## config.mk

```make
export PLATFORM = sky130hd
export DESIGN_NAME = soc_top
export DESIGN_NICKNAME = d
export VERILOG_FILES = /design/src/rtl/soc_pkg.sv /design/src/rtl/soc_top.sv /design/src/rtl/status_pager.sv /design/src/rtl/led_slave.sv /design/src/rtl/mem_slave.sv /design/src/rtl/bus_router.sv
export SDC_FILE = /design/constraint.sdc
export NUM_CORES = 1
export LEC_CHECK = 0
export BUFFER_PORTS_ARGS = -buffer_cell sky130_fd_sc_hd__buf_2
export CORE_ASPECT_RATIO = 0.75
export CORE_UTILIZATION = 30
export DETAILED_ROUTE_END_ITERATION = 6
export MAX_ROUTING_LAYER = met4
export PLACE_DENSITY_LB_ADDON = 0.05
export SYNTH_ARGS = -nofsm -noshare
export SYNTH_HDL_FRONTEND = slang
export SYNTH_HIERARCHICAL = 1
export SYNTH_SLANG_ARGS = --single-unit
export TNS_END_PERCENT = 5
```

## constraint.sdc

```tcl
create_clock -name sys_clk -period 3.2 [get_ports sys_clk]
set_clock_uncertainty 0.1 [all_clocks]
set_input_delay 0.32 -clock sys_clk [delete_from_list [all_inputs] [get_ports sys_clk]]
set_output_delay 0.32 -clock sys_clk [all_outputs]
set_load 0.1 [all_outputs]
```

## src/rtl/soc_pkg.sv

```systemverilog
package soc_pkg;

    // bus word types
    typedef logic [31:0] addr_t;
    typedef logic [31:0] data_t;
    typedef logic [3:0]  strb_t;
    typedef logic [1:0]  resp_t;

    typedef logic [3:0]  region_t;   // addr[31:28], 256 MB each
    typedef logic [3:0]  mem_idx_t;  // addr[5:2]

    // status side
    typedef logic [7:0]  led_t;
    typedef logic [7:0]  count_t;
    typedef logic [2:0]  page_t;

    typedef enum logic [1:0] {
        IDLE,
        ACCESS,
        RESP
    } bus_state_t;

    localparam resp_t RESP_OKAY   = 2'd0;
    localparam resp_t RESP_DECERR = 2'd3;

    // region map
    localparam region_t REGION_MEM = 4'd0; // ddr stand-in
    localparam region_t REGION_LED = 4'd2;

    localparam int MEM_WORDS = 16;
    localparam int NUM_PAGES = 8;

    // fill patterns for the upper status pages
    localparam led_t PAT_A = 8'h55;
    localparam led_t PAT_B = 8'hF0;
    localparam led_t PAT_C = 8'h0F;
    localparam led_t PAT_D = 8'hAA;

endpackage
```

## src/rtl/soc_top.sv

```systemverilog
module soc_top
    import soc_pkg::*;
(
    input  logic       sys_clk,
    input  logic       arst_n,
    // write request / response
    input  logic       wr_valid,
    output logic       wr_ready,
    input  addr_t      wr_addr,
    input  data_t      wr_data,
    input  strb_t      wr_strb,
    output logic       wr_resp_valid,
    output resp_t      wr_resp,
    // read request / response
    input  logic       rd_valid,
    output logic       rd_ready,
    input  addr_t      rd_addr,
    output logic       rd_data_valid,
    output data_t      rd_data,
    output resp_t      rd_resp,
    // status display
    input  logic       btn_up,
    input  logic       btn_down,
    output logic [7:0] led8,
    output logic [3:0] led4
);

    logic   mem_sel;
    logic   led_sel;
    logic   acc_we;
    addr_t  acc_addr;
    data_t  acc_wdata;
    strb_t  acc_strb;
    data_t  mem_rdata;
    data_t  led_rdata;
    led_t   led_value;
    count_t wr_count;
    count_t rd_count;
    count_t err_count;

    bus_router u_bus_router (
        .sys_clk       (sys_clk),
        .arst_n        (arst_n),
        .wr_valid      (wr_valid),
        .wr_ready      (wr_ready),
        .wr_addr       (wr_addr),
        .wr_data       (wr_data),
        .wr_strb       (wr_strb),
        .wr_resp_valid (wr_resp_valid),
        .wr_resp       (wr_resp),
        .rd_valid      (rd_valid),
        .rd_ready      (rd_ready),
        .rd_addr       (rd_addr),
        .rd_data_valid (rd_data_valid),
        .rd_data       (rd_data),
        .rd_resp       (rd_resp),
        .mem_sel       (mem_sel),
        .led_sel       (led_sel),
        .acc_we        (acc_we),
        .acc_addr      (acc_addr),
        .acc_wdata     (acc_wdata),
        .acc_strb      (acc_strb),
        .mem_rdata     (mem_rdata),
        .led_rdata     (led_rdata),
        .wr_count      (wr_count),
        .rd_count      (rd_count),
        .err_count     (err_count)
    );

    mem_slave u_mem_slave (
        .sys_clk   (sys_clk),
        .arst_n    (arst_n),
        .mem_sel   (mem_sel),
        .acc_we    (acc_we),
        .acc_addr  (acc_addr),
        .acc_wdata (acc_wdata),
        .acc_strb  (acc_strb),
        .mem_rdata (mem_rdata)
    );

    led_slave u_led_slave (
        .sys_clk   (sys_clk),
        .arst_n    (arst_n),
        .led_sel   (led_sel),
        .acc_we    (acc_we),
        .acc_wdata (acc_wdata),
        .acc_strb  (acc_strb),
        .led_rdata (led_rdata),
        .led_value (led_value)
    );

    status_pager u_status_pager (
        .sys_clk   (sys_clk),
        .arst_n    (arst_n),
        .btn_up    (btn_up),
        .btn_down  (btn_down),
        .led_value (led_value),
        .wr_count  (wr_count),
        .rd_count  (rd_count),
        .err_count (err_count),
        .led8      (led8),
        .led4      (led4)
    );

endmodule

```

## src/rtl/status_pager.sv

```systemverilog
module status_pager
    import soc_pkg::*;
(
    input  logic       sys_clk,
    input  logic       arst_n,
    input  logic       btn_up,
    input  logic       btn_down,
    input  led_t       led_value,
    input  count_t     wr_count,
    input  count_t     rd_count,
    input  count_t     err_count,
    output logic [7:0] led8,
    output logic [3:0] led4
);

    // bit 0 up, bit 1 down
    logic [1:0] btn_meta;
    logic [1:0] btn_sync;
    logic [1:0] btn_prev;
    logic [1:0] btn_rise;
    page_t      page_q;
    led_t       sel_byte;
    logic [7:0] led8_q;

    always_ff @(posedge sys_clk or negedge arst_n) begin
        if (!arst_n) begin
            btn_meta <= '0;
            btn_sync <= '0;
            btn_prev <= '0;
        end else begin
            btn_meta <= {btn_down, btn_up};
            btn_sync <= btn_meta;
            btn_prev <= btn_sync;
        end
    end

    assign btn_rise = btn_sync & ~btn_prev;

    always_ff @(posedge sys_clk or negedge arst_n) begin
        if (!arst_n) begin
            page_q <= '0;
        end else begin
            case (btn_rise)
                2'b01:   page_q <= (page_q == page_t'(NUM_PAGES - 1)) ? '0 : page_q + 1'b1;
                2'b10:   page_q <= (page_q == '0) ? page_t'(NUM_PAGES - 1) : page_q - 1'b1;
                default: page_q <= page_q; // none, or both at once
            endcase
        end
    end

    always_comb begin
        case (page_q)
            3'd0:    sel_byte = led_value;
            3'd1:    sel_byte = wr_count;
            3'd2:    sel_byte = rd_count;
            3'd3:    sel_byte = err_count;
            3'd4:    sel_byte = PAT_A;
            3'd5:    sel_byte = PAT_B;
            3'd6:    sel_byte = PAT_C;
            default: sel_byte = PAT_D;
        endcase
    end

    // led bank is active low
    always_ff @(posedge sys_clk or negedge arst_n) begin
        if (!arst_n) begin
            led8_q <= 8'hFF;
        end else begin
            led8_q <= ~sel_byte;
        end
    end

    assign led8 = led8_q;
    assign led4 = {1'b0, page_q};

    // page only moves after exactly one button edge
    a_page_step: assert property (@(posedge sys_clk) disable iff (!arst_n)
        (page_q != $past(page_q)) |-> $past(^btn_rise));

endmodule

```

## src/rtl/led_slave.sv

```systemverilog
module led_slave
    import soc_pkg::*;
(
    input  logic  sys_clk,
    input  logic  arst_n,
    input  logic  led_sel,
    input  logic  acc_we,
    input  data_t acc_wdata,
    input  strb_t acc_strb,
    output data_t led_rdata,
    output led_t  led_value
);

    led_t led_q;
    logic lane0_wr;

    // one register, every offset of the region hits it
    assign lane0_wr = led_sel && acc_we && acc_strb[0];

    always_ff @(posedge sys_clk or negedge arst_n) begin
        if (!arst_n) begin
            led_q <= '0;
        end else if (lane0_wr) begin
            led_q <= acc_wdata[7:0];
        end
    end

    always_ff @(posedge sys_clk or negedge arst_n) begin
        if (!arst_n) begin
            led_rdata <= '0;
        end else if (led_sel && !acc_we) begin
            led_rdata <= data_t'(led_q); // zero extended
        end
    end

    assign led_value = led_q; // level to the status pager

endmodule

```

## src/rtl/mem_slave.sv

```systemverilog
module mem_slave
    import soc_pkg::*;
(
    input  logic  sys_clk,
    input  logic  arst_n,
    input  logic  mem_sel,
    input  logic  acc_we,
    input  addr_t acc_addr,
    input  data_t acc_wdata,
    input  strb_t acc_strb,
    output data_t mem_rdata
);

    data_t    mem [MEM_WORDS];
    mem_idx_t idx;

    // only word bits decode, so the region repeats every 64 bytes
    assign idx = acc_addr[5:2];

    always_ff @(posedge sys_clk or negedge arst_n) begin
        if (!arst_n) begin
            for (int w = 0; w < MEM_WORDS; w++) begin
                mem[w] <= '0;
            end
            mem_rdata <= '0;
        end else if (mem_sel) begin
            if (acc_we) begin
                for (int b = 0; b < $bits(strb_t); b++) begin
                    if (acc_strb[b])
                        mem[idx][8*b +: 8] <= acc_wdata[8*b +: 8]; // lane merge
                end
            end else begin
                mem_rdata <= mem[idx];
            end
        end
    end

    // a write with no lanes enabled would be a silent no-op
    a_write_strb: assert property (@(posedge sys_clk) disable iff (!arst_n)
        (mem_sel && acc_we) |-> (acc_strb != '0));

endmodule

```

## src/rtl/bus_router.sv

```systemverilog
module bus_router
    import soc_pkg::*;
(
    input  logic   sys_clk,
    input  logic   arst_n,
    input  logic   wr_valid,
    output logic   wr_ready,
    input  addr_t  wr_addr,
    input  data_t  wr_data,
    input  strb_t  wr_strb,
    output logic   wr_resp_valid,
    output resp_t  wr_resp,
    input  logic   rd_valid,
    output logic   rd_ready,
    input  addr_t  rd_addr,
    output logic   rd_data_valid,
    output data_t  rd_data,
    output resp_t  rd_resp,
    output logic   mem_sel,
    output logic   led_sel,
    output logic   acc_we,
    output addr_t  acc_addr,
    output data_t  acc_wdata,
    output strb_t  acc_strb,
    input  data_t  mem_rdata,
    input  data_t  led_rdata,
    output count_t wr_count,
    output count_t rd_count,
    output count_t err_count
);

    bus_state_t state;
    logic       idle_free;
    logic       wr_hs;
    logic       rd_hs;
    region_t    new_region;
    region_t    req_region;
    logic       req_we;
    addr_t      req_addr;
    data_t      req_wdata;
    strb_t      req_strb;
    resp_t      resp_q;
    data_t      rdata_q;
    data_t      sel_rdata;

    function automatic logic is_mapped(region_t r);
        return (r == REGION_MEM) || (r == REGION_LED);
    endfunction

    // no new request while a response pulse is out
    assign idle_free = (state == IDLE) && !wr_resp_valid && !rd_data_valid;
    assign wr_ready  = idle_free;
    assign rd_ready  = idle_free && !wr_valid; // write wins
    assign wr_hs     = wr_valid && wr_ready;
    assign rd_hs     = rd_valid && rd_ready;

    assign new_region = wr_hs ? wr_addr[31:28] : rd_addr[31:28];
    assign req_region = req_addr[31:28];

    assign mem_sel   = (state == ACCESS) && (req_region == REGION_MEM);
    assign led_sel   = (state == ACCESS) && (req_region == REGION_LED);
    assign acc_we    = req_we;
    assign acc_addr  = req_addr;
    assign acc_wdata = req_wdata;
    assign acc_strb  = req_strb;

    always_comb begin
        case (req_region)
            REGION_MEM: sel_rdata = mem_rdata;
            REGION_LED: sel_rdata = led_rdata;
            default:    sel_rdata = '0; // decode error reads zero
        endcase
    end

    always_ff @(posedge sys_clk or negedge arst_n) begin
        if (!arst_n) begin
            state         <= IDLE;
            wr_resp_valid <= 1'b0;
            rd_data_valid <= 1'b0;
            wr_count      <= '0;
            rd_count      <= '0;
            err_count     <= '0;
        end else begin
            wr_resp_valid <= 1'b0;
            rd_data_valid <= 1'b0;
            case (state)
                IDLE:    if (wr_hs || rd_hs) state <= ACCESS;
                ACCESS:  state <= RESP;
                RESP: begin
                    state         <= IDLE;
                    wr_resp_valid <= req_we;
                    rd_data_valid <= !req_we;
                end
                default: state <= IDLE;
            endcase
            if (wr_hs) wr_count <= wr_count + count_t'(1);
            if (rd_hs) rd_count <= rd_count + count_t'(1);
            if ((wr_hs || rd_hs) && !is_mapped(new_region))
                err_count <= err_count + count_t'(1);
        end
    end

    // request latch and response data
    always_ff @(posedge sys_clk) begin
        if (wr_hs || rd_hs) begin
            req_we    <= wr_hs;
            req_addr  <= wr_hs ? wr_addr : rd_addr;
            req_wdata <= wr_data;
            req_strb  <= wr_hs ? wr_strb : '0;
        end
        if (state == RESP) begin
            resp_q  <= is_mapped(req_region) ? RESP_OKAY : RESP_DECERR;
            rdata_q <= req_we ? '0 : sel_rdata;
        end
    end

    assign wr_resp = resp_q;
    assign rd_resp = resp_q;
    assign rd_data = rdata_q;

    // strobes one-hot, only in the cycle after a handshake
    a_one_slave: assert property (@(posedge sys_clk) disable iff (!arst_n)
        (mem_sel || led_sel) |-> !(mem_sel && led_sel) && $past(wr_hs || rd_hs));

    // one pulse two cycles after the handshake, readies low through it
    a_resp_no_ready: assert property (@(posedge sys_clk) disable iff (!arst_n)
        (wr_hs || rd_hs) |=> (!wr_ready && !rd_ready) [*2]
            ##1 ((wr_resp_valid ^ rd_data_valid) && !wr_ready && !rd_ready));

endmodule

```

; Word-level counts from Yosys, hierarchy flattened
; Cells that the tools add are included.
[word_totals]
ff_bits = 708
input_bits = 106
output_inout_bits = 52
wordCells = 126
[classes]
addsub = 5
order_cmp = 2
eq_ne = 14
mux = 37
bitwise = 5
reduce_logical = 27
[ops]
columns = cell, count
row1 = two-way mux 512 bit, 10
row2 = bitwise mux 512 bit, 4
row3 = demux 32 bit (select 4 bit), 4
row4 = binary-select mux 32 bit (select 4 bit), 1
row5 = two-way mux 32 bit, 4
row6 = case mux 32 bit (2 select lines), 1
row7 = case mux 8 bit (7 select lines), 1
row8 = "adder 8 x 1 -> 8 bit, second input constant", 3
row9 = two-way mux 24 bit, 1
row10 = two-way mux 16 bit, 1
row11 = "equality test 3 bit, second input constant", 4
row12 = logical AND 1 bit, 12
row13 = "equality test 4 x 2 -> 1 bit, second input constant", 2
row14 = logical NOT 4 bit, 2
row15 = two-way mux 8 bit, 1
row16 = inverter 8 bit, 1
row17 = "equality test 3 x 2 -> 1 bit, second input constant", 2
row18 = two-way mux 3 bit, 2
row19 = case mux 3 bit (2 select lines), 1
row20 = ">= comparator 5 bit, second input constant", 1
row21 = logical NOT 1 bit, 5
row22 = "< comparator 5 x 1 -> 1 bit, second input constant", 1
row23 = inverter 4 -> 5 bit, 1
row24 = "equality test 2 x 1 -> 1 bit, second input constant", 2
row25 = 17 further kinds, 23

; Depth between registers and ports, before layout
; Gate-level depths: netlist (run 1).
[depth]
word_depth = 19
depth_mapped = 9
ltp_nobuf = 6

; Cells and area by module
; The synthesis (run 1) kept the hierarchy.
[by_module_without_submodules]
columns = mod, n_inst, cells_per_inst, area_each_um2, seq_area_each_um2
row1 = mem_slave, 1, 1712, 24456.0, 13613.1
row2 = bus_router, 1, 399, 5271.3, 3763.6
row3 = status_pager, 1, 90, 920.9, 435.4
row4 = led_slave, 1, 60, 809.5, 400.4

; Worst setup path before layout (run 1)
; No wires, ideal clock.
[synth_path]
path_type = flip-flop to flip-flop
start = register u_bus_router.wr_resp_valid
end = register u_bus_router.req_addr[0] (netlist: u_bus_router/acc_addr[0]) (enable)
setup_ns = 0.727
arrival_time_ns = 2.840
required_ns = 2.373
path_slack_ns = -0.467
stages_incl_launch_ff = 6
n_path_buf = 2
period_less_slack_ns = 3.667
cell_sequence = dfrtp_1 > nor4_4 > nand2_1 > buf_2 > clkbuf_1 > nand2_1
[synth_between]
elab_chain_len = 6
word_cells_on_any_way = 7
cone_classes = reduce/logical (7)
[synth_rtl]
columns = element, line_no
row1 = start: declaration, bus_router.sv:11  ; output logic wr_resp_valid,
row2 = start signal: assignment, bus_router.sv:91  ; wr_resp_valid <= req_we;
row3 = logical NOT 1 bit (*), bus_router.sv:51  ; assign idle_free = (state == IDLE) && !wr_resp_valid && !rd_data_valid;
row4 = logical AND 1 bit (*) (2 in series), bus_router.sv:51
row5 = logical AND 1 bit, bus_router.sv:53  ; assign rd_ready = idle_free && !wr_valid;
row6 = logical AND 1 bit, bus_router.sv:55  ; assign rd_hs = rd_valid && rd_ready;
row7 = logical OR 1 bit (*), bus_router.sv:105  ; if (wr_hs || rd_hs) begin
row8 = end signal: assignment, bus_router.sv:107  ; req_addr <= wr_hs ? wr_addr : rd_addr;
row9 = end: declaration, bus_router.sv:39  ; addr_t req_addr;
; Mark *: on every way between the ends. The rest lies on a longest branch, timed or not.
; A chain may end at the register's enable or synchronous reset.

; Worst setup path after layout (run 1)
[layout_path]
start = register u_bus_router.req_addr[28] (netlist: u_bus_router/acc_addr[28])
end = register u_mem_slave/mem[211] (netlist name)
[layout_between]
elab_chain_len = 3
[layout_rtl]
columns = element, line_no
row1 = logical NOT 4 bit, bus_router.sv:60  ; assign mem_sel = (state == ACCESS) && (req_region == REGION_MEM);
row2 = logical AND 1 bit, bus_router.sv:60
row3 = net mem_sel, soc_top.sv:28  ; logic mem_sel;
row4 = AND reduction 2 bit (no source line), -
row5 = end signal: indexed assignment, mem_slave.sv:30  ; mem[idx][8*b +: 8] <= acc_wdata[8*b +: 8];
row6 = end: declaration, mem_slave.sv:14  ; data_t mem [MEM_WORDS];
; The timed path passes the listed nets, and every way through them passes these cells.

==> flow_summary.json, run 1 <==
{
  "synth_warnings": 6,
  "status": "complete, no violations",
  "cp-start-kind": "flip-flop",
  "grt_pass1_vias": 19422,
  "drv_cap": 0,
  "clockRootBuffer": "clkbuf_16",
  "layout-drive-gt1-share_pct": 38.09,
  "core_mm2": 0.09997,
  "crit_chain": "nor3_1 > buf_4 > nand2_1 > nor2_1 > buf_4 > and3_1 > nand3_1 > mux2_2",
  "finalPower_uw": 27700,
  "max-vdd-ir-drop_uv": 399.9,
  "crit_required_ns": 3.62,
  "clkTransAtPathRegs_ns": 0.06,
  "slowest_delay_ns": 0.60,
  "h-tree-depth": 3,
  "cts_setup_buffers": 0,
  "track_usage_pct": 17.28,
  "ant_nets": 0,
  "vias": 18294,
  "setup_tns_ns": 0,
  "rsz0062_at_grt": "no",
  "dp_hpwl_um": 56610,
  "wire_per_inst_um": 22.54,
  "min-delay-start": "wr_valid",
  "rr_startpoint": "u_bus_router/acc_addr[28]",
  "p_per_area_mw_per_mm2": 771.6,
  "gp_congestion": 0.7637,
  "routed_wl_um": 84540,
  "antenna_found_initial": 1,
  "tritoncts": "yes",
  "hold_class": "primary input to flip-flop",
  "cts.path.max_buffers": 3,
  "worst_ep_arrival_time_ns": 3.36,
  "rows": 100,
  "instances_no_fill": 3751,
  "fp.dieH_um": 277.9,
  "max_freq_mhz": 340.3,
  "critPathCaptureType": "flip-flop",
  "fin_crit_ns": 2.938,
  "die_x_um": 369.9,
  "drt_iter0_markers": 878,
  "nets": 2478,
  "start_util_pct": 30.47,
  "leakage_uw": 0.01694,
  "vias_per_cell": 4.877,
  "dr.pass1.iters": 7,
  "grt_pass1_wl_um": 128100,
  "slew_violations": 0,
  "finalHoldViolCount": 0,
  "finalCritPeriodShare_pct": 91.82,
  "maxSlewHeadroom_pct": 46.44,
  "grt_max_degree": 84,
  "worstSkewPairLatency_ns": 0.65,
  "crit_path_top_delay_cell": "nand3_1",
  "cp_common_cell": "buf_4",
  "final-setup-viol-count": 0,
  "boundaryPins": 158,
  "path_class": "flip-flop to flip-flop",
  "dp.cells": 3553,
  "postCtsResizedCells": 0,
  "grt_overflow_total": 0,
  "syn_to_final_growth_pct": 17.87,
  "avgSynthCellArea_um2": 14.08,
  "drc": 0,
  "io_buffers": 108,
  "die_area_mm2": 0.1028,
  "crit_path_max_fanout": 11,
  "synthesis.instances": 2163,
  "clkSinkCount": 683,
  "worstMarginPinSlew_ns": 0.8034,
  "cts_buffers": 77,
  "synth.cell_area_mm2": 0.03046,
  "crit_start": "u_bus_router/acc_addr[28]"
}
==> stage by stage <==
step                setup WS [ns]  area [µm²]  hold WS (ns)  util, %
finish                     0.2616       35900       0.07699    35.91
global route              0.03280       35890       0.04833    35.90
floorplan                  0.1017       30550      -0.07559        -
detailed placement         0.2145       32770        0.2363    32.78
CTS                        0.1842       35890       0.03554    35.90
global placement           0.2338       32770        0.2260    32.78
==> flip-flops by register name, indices dropped and copies added (netlist names) <==
signal	count
u_mem_slave/mem	512
u_bus_router/acc_wdata	32
u_bus_router/rd_data	32
u_mem_slave/mem_rdata	32
u_bus_router/acc_addr	8
u_bus_router/err_count	8
u_bus_router/rd_count	8
u_bus_router/wr_count	8
u_led_slave/led_rdata	8
u_led_slave/led_value	8
u_status_pager/led8	8
u_bus_router/acc_strb	4
u_status_pager/page_q	3
u_bus_router/state	2
u_status_pager/btn_meta	2
u_status_pager/btn_prev	2
u_status_pager/btn_sync	2
u_bus_router/acc_we	1
u_bus_router/rd_data_valid	1
u_bus_router/rd_resp	1
u_bus_router/wr_resp_valid	1
==> power breakdown <==
| part | total, µW | switching, µW | internal [µW] |
|---|---|---|---|
| Combinational | 7230 | 4950 | 2270 |
| Sequential | 11400 | 1420 | 9990 |
| Clock | 9060 | 3660 | 5410 |
| Total | 27700 | 10000 | 17700 |
==> metal layers <==
layer / vias to the layer above / part of all wire (%) / global-route usage, %
li1: 8303 / - / -
met1: 9623 / 52 / 25.49
met2: 249 / 43 / 24.30
met3: 119 / 3.2 / 3.039
met4: 0 / 2.2 / 4.291
met5: - / 0 / -
==> timing repair <==
| item | in CTS | in global routing |
|---|---|---|
| hold buffers | 55 | 0 |
| endpoints found under the hold margin | 102 | 0 |
| endpoints found under the setup margin | 0 | 0 |
==> cell usage in the layout (no fill, tap or decap), drive strengths merged, types with 3 or more instances in the layout <==
| cell | instances |
|---|---|
| dfrtp | 597 |
| mux2 | 529 |
| mux2i | 224 |
| buf | 198 |
| nor2 | 130 |
| clkbuf | 115 |
| nand2 | 94 |
| edfxtp | 78 |
| o22ai | 64 |
| dlygate4sd3 | 55 |
| o21ai | 39 |
| a221oi | 33 |
| a31oi | 33 |
| mux4 | 32 |
| conb | 25 |
| nand3 | 21 |
| clkinv | 13 |
| and3 | 12 |
| xnor2 | 11 |
| xor2 | 11 |
| ha | 11 |
| nor2b | 11 |
| inv | 11 |
| dfstp | 8 |
| nor3 | 7 |
| bufinv | 6 |
| a21oi | 6 |
| a211oi | 6 |
| a222oi | 6 |
| nand2b | 6 |
| nand4 | 5 |
| and2 | 5 |
| nand3b | 3 |
==> path summary, 6_finish.rpt <==
kind,slack (ns),depth (start not counted),endpoint
max,0.26,8,u_mem_slave/mem[211]
min,0.08,2,u_bus_router/acc_strb[2]
max reg2reg,0.26,8,u_mem_slave/mem[211]
min reg2reg,0.24,0,u_status_pager/btn_sync[1]
max in group asynchronous,1.77,4,u_led_slave/led_rdata[2]
min in group asynchronous,0.14,2,u_mem_slave/mem[302]
==> worst max-delay path: cells and delay by family, from the launching register on <==
kind	cells	cell delay (ns)
buf+inv	2	0.38
flops	1	0.37
mux	1	0.48
simple gates	5	1.46
==> cell type report <==
class / count / area (µm²)
antenna: 2 / 5.005
clock buffer: 115 / 2272
clock inverter: 26 / 305.3
fill: 9602 / 64070
inverter: 5 / 18.77
multi-input combinational: 1341 / 12220
sequential: 683 / 17490
tap: 1326 / 1659
timing repair buffer: 253 / 1927
Power figures use the tool's default switching activity.
==> run 2, diff against run 1 <==
--- a/config.mk
+++ b/config.mk
@@ -5,9 +5,10 @@
 export SDC_FILE = /design/constraint.sdc
 export NUM_CORES = 1
 export LEC_CHECK = 0
+export ABC_AREA = 1
 export BUFFER_PORTS_ARGS = -buffer_cell sky130_fd_sc_hd__buf_2
 export CORE_ASPECT_RATIO = 0.75
-export CORE_UTILIZATION = 30
+export CORE_UTILIZATION = 56
 export DETAILED_ROUTE_END_ITERATION = 6
 export MAX_ROUTING_LAYER = met4
 export PLACE_DENSITY_LB_ADDON = 0.05
==> flow_summary.json, run 2 <==
{
  "final_cell_mix": "1756 x nand2_1, 597 x dfrtp_1, 289 x o21ai_0",
  "clkTransAtPathRegs_ns": 0.06,
  "grt_pass1_wl_um": 133300,
  "boundaryPins": 158,
  "worstSkewPairLatency_ns": 0.61,
  "routed_wl_um": 82950,
  "status": "finished, violations left",
  "cp-endpoint": "u_mem_slave/mem_rdata[27]",
  "die_x_um": 274.5,
  "dp_hpwl_um": 52330,
  "wire_per_inst_um": 17.75,
  "clockRootBuffer": "clkbuf_16",
  "vias_per_cell": 5.550,
  "p_per_area_mw_per_mm2": 749.7,
  "setup_tns_ns": 0,
  "dp.cells": 4503,
  "rsz0062_at_grt": "no",
  "ant_nets": 0,
  "path_class": "flip-flop to flip-flop",
  "clkSinkCount": 683,
  "hold_class": "primary input to flip-flop",
  "antenna_found_initial": 2,
  "die_area_mm2": 0.05666,
  "r2r_cells": 11,
  "cp-start-kind": "flip-flop",
  "finalCritPeriodShare_pct": 87.31,
  "io_buffers": 108,
  "crit_start": "u_bus_router/acc_addr[2]",
  "dr.pass1.iters": 7,
  "instances_no_fill": 4672,
  "maxSlewHeadroom_pct": 36.41,
  "fp.dieH_um": 206.4,
  "max_freq_mhz": 357.9,
  "post_dp_cell_area_mm2": 0.03213,
  "track_usage_pct": 31.12,
  "violations": "DRC",
  "gp_congestion": 0.8840,
  "final_area_mm2": 0.03483,
  "tritoncts": "yes",
  "max-vdd-ir-drop_uv": 889.3,
  "mostFrequentLayoutCell": "nand2_1",
  "grt_max_degree": 153,
  "syn_to_final_growth_pct": 11.67,
  "drv_cap": 0,
  "drt_iter0_markers": 2951,
  "synth_warnings": 6,
  "core_mm2": 0.05472,
  "r2r_end": "u_mem_slave/mem_rdata[27]",
  "final-setup-viol-count": 0,
  "nets": 4018,
  "start_util_pct": 57.01,
  "synthesis.instances": 3857,
  "crit_path_top_delay_cell": "buf_4",
  "max_flop_register": "u_mem_slave/mem",
  "h-tree-depth": 3,
  "layout_setup_ws_ns": 0.4061,
  "cp_common_cell": "nand2_1",
  "post-place-ws_ns": 0.2511,
  "cts_buffers": 69,
  "avgSynthCellArea_um2": 8.088,
  "largest_reg_flops": 512,
  "crit_path_max_fanout": 152,
  "reg2reg_slack_ns": 0.41,
  "worst_ep_arrival_time_ns": 3.22,
  "worstMarginPinSlew_ns": 0.9539,
  "vias": 25931,
  "rr_startpoint": "u_bus_router/acc_addr[2]",
  "critPathCaptureType": "flip-flop",
  "fin_crit_ns": 2.794,
  "finalHoldViolCount": 0,
  "rows": 74,
  "slew_violations": 0,
  "crit_required_ns": 3.63,
  "layout-drive-gt1-share_pct": 8.532,
  "grt_overflow_total": 0,
  "antenna-diode-count": 0,
  "crit_chain": "inv_6 > buf_12 > buf_4 > nand2_1 > nand2_1 > nand2_1 > nand2_1 > nand2_1 > nand3_1 > nor2_1 > nor2_1",
  "slowest_delay_ns": 0.56,
  "synth.cell_area_mm2": 0.03119,
  "leakage_uw": 0.01672,
  "grt_pass1_vias": 24196,
  "drc": 10,
  "cts.path.max_buffers": 3
}
-- run 2: power by group --
part           internal, µW  leakage (µW)  switching (µW)
combinational          1310       0.00656            6090
sequential             9920       0.00907             864
clock                  4630       0.00109            3300
-- run 2: critical path: cells and delay by family, from the launching register on --
kind	cells	cell delay, ns
buffers and inverters	3	1.19
flip-flops	1	0.51
AND/OR/NAND/NOR	8	0.72
-- run 2: what timing repair did --
item	CTS	global route
endpoints found under the setup margin	0	4
buffers inserted	0	0
hold endpoints to repair	92	0
hold buffers	49	0
gates resized for setup	0	1
-- run 2: area by class of cell --
type	count	area, µm²
Multi-Input combinational cell	2837	12220
Clock buffer	100	2028
Tap cell	722	903.4
Inverter	95	366.6
Fill cell	4729	19890
Clock inverter	20	175.2
Timing Repair Buffer	215	1652
Sequential cell	683	17490
-- run 2: metrics by stage --
stage | utilization [%] | hold WS [ns] | power (µW)
floorplan | - | -0.07559 | 15840
global placement | 58.73 | 0.1933 | 18020
detailed placement | 58.73 | 0.1992 | 18180
CTS | 63.65 | 0.002177 | 26200
global route | 63.66 | 0.01877 | 27250
finish | 63.66 | 0.02648 | 26110
-- run 2: layer usage --
layer / GRT usage (%) / share of wire [%]
met2: 44.11 / 43
met1: 45.87 / 47
met3: 5.844 / 8.1
met5: - / 0
met4: 8.135 / 2.1
-- run 2: how the worst min path moves through the flow --
stage	start	end	slack [ns]	cells past startpoint
finish	wr_addr[3]	u_bus_router/acc_addr[3]	0.03	3
global route	wr_addr[3]	u_bus_router/acc_addr[3]	0.02	3
global placement	arst_n	u_mem_slave/mem[380]	0.19	1
detailed placement	arst_n	u_mem_slave/mem[380]	0.20	1
floorplan	arst_n	u_bus_router/err_count[0]	-0.08	0
CTS	rd_addr[31]	u_bus_router/acc_addr[31]	0.002	5
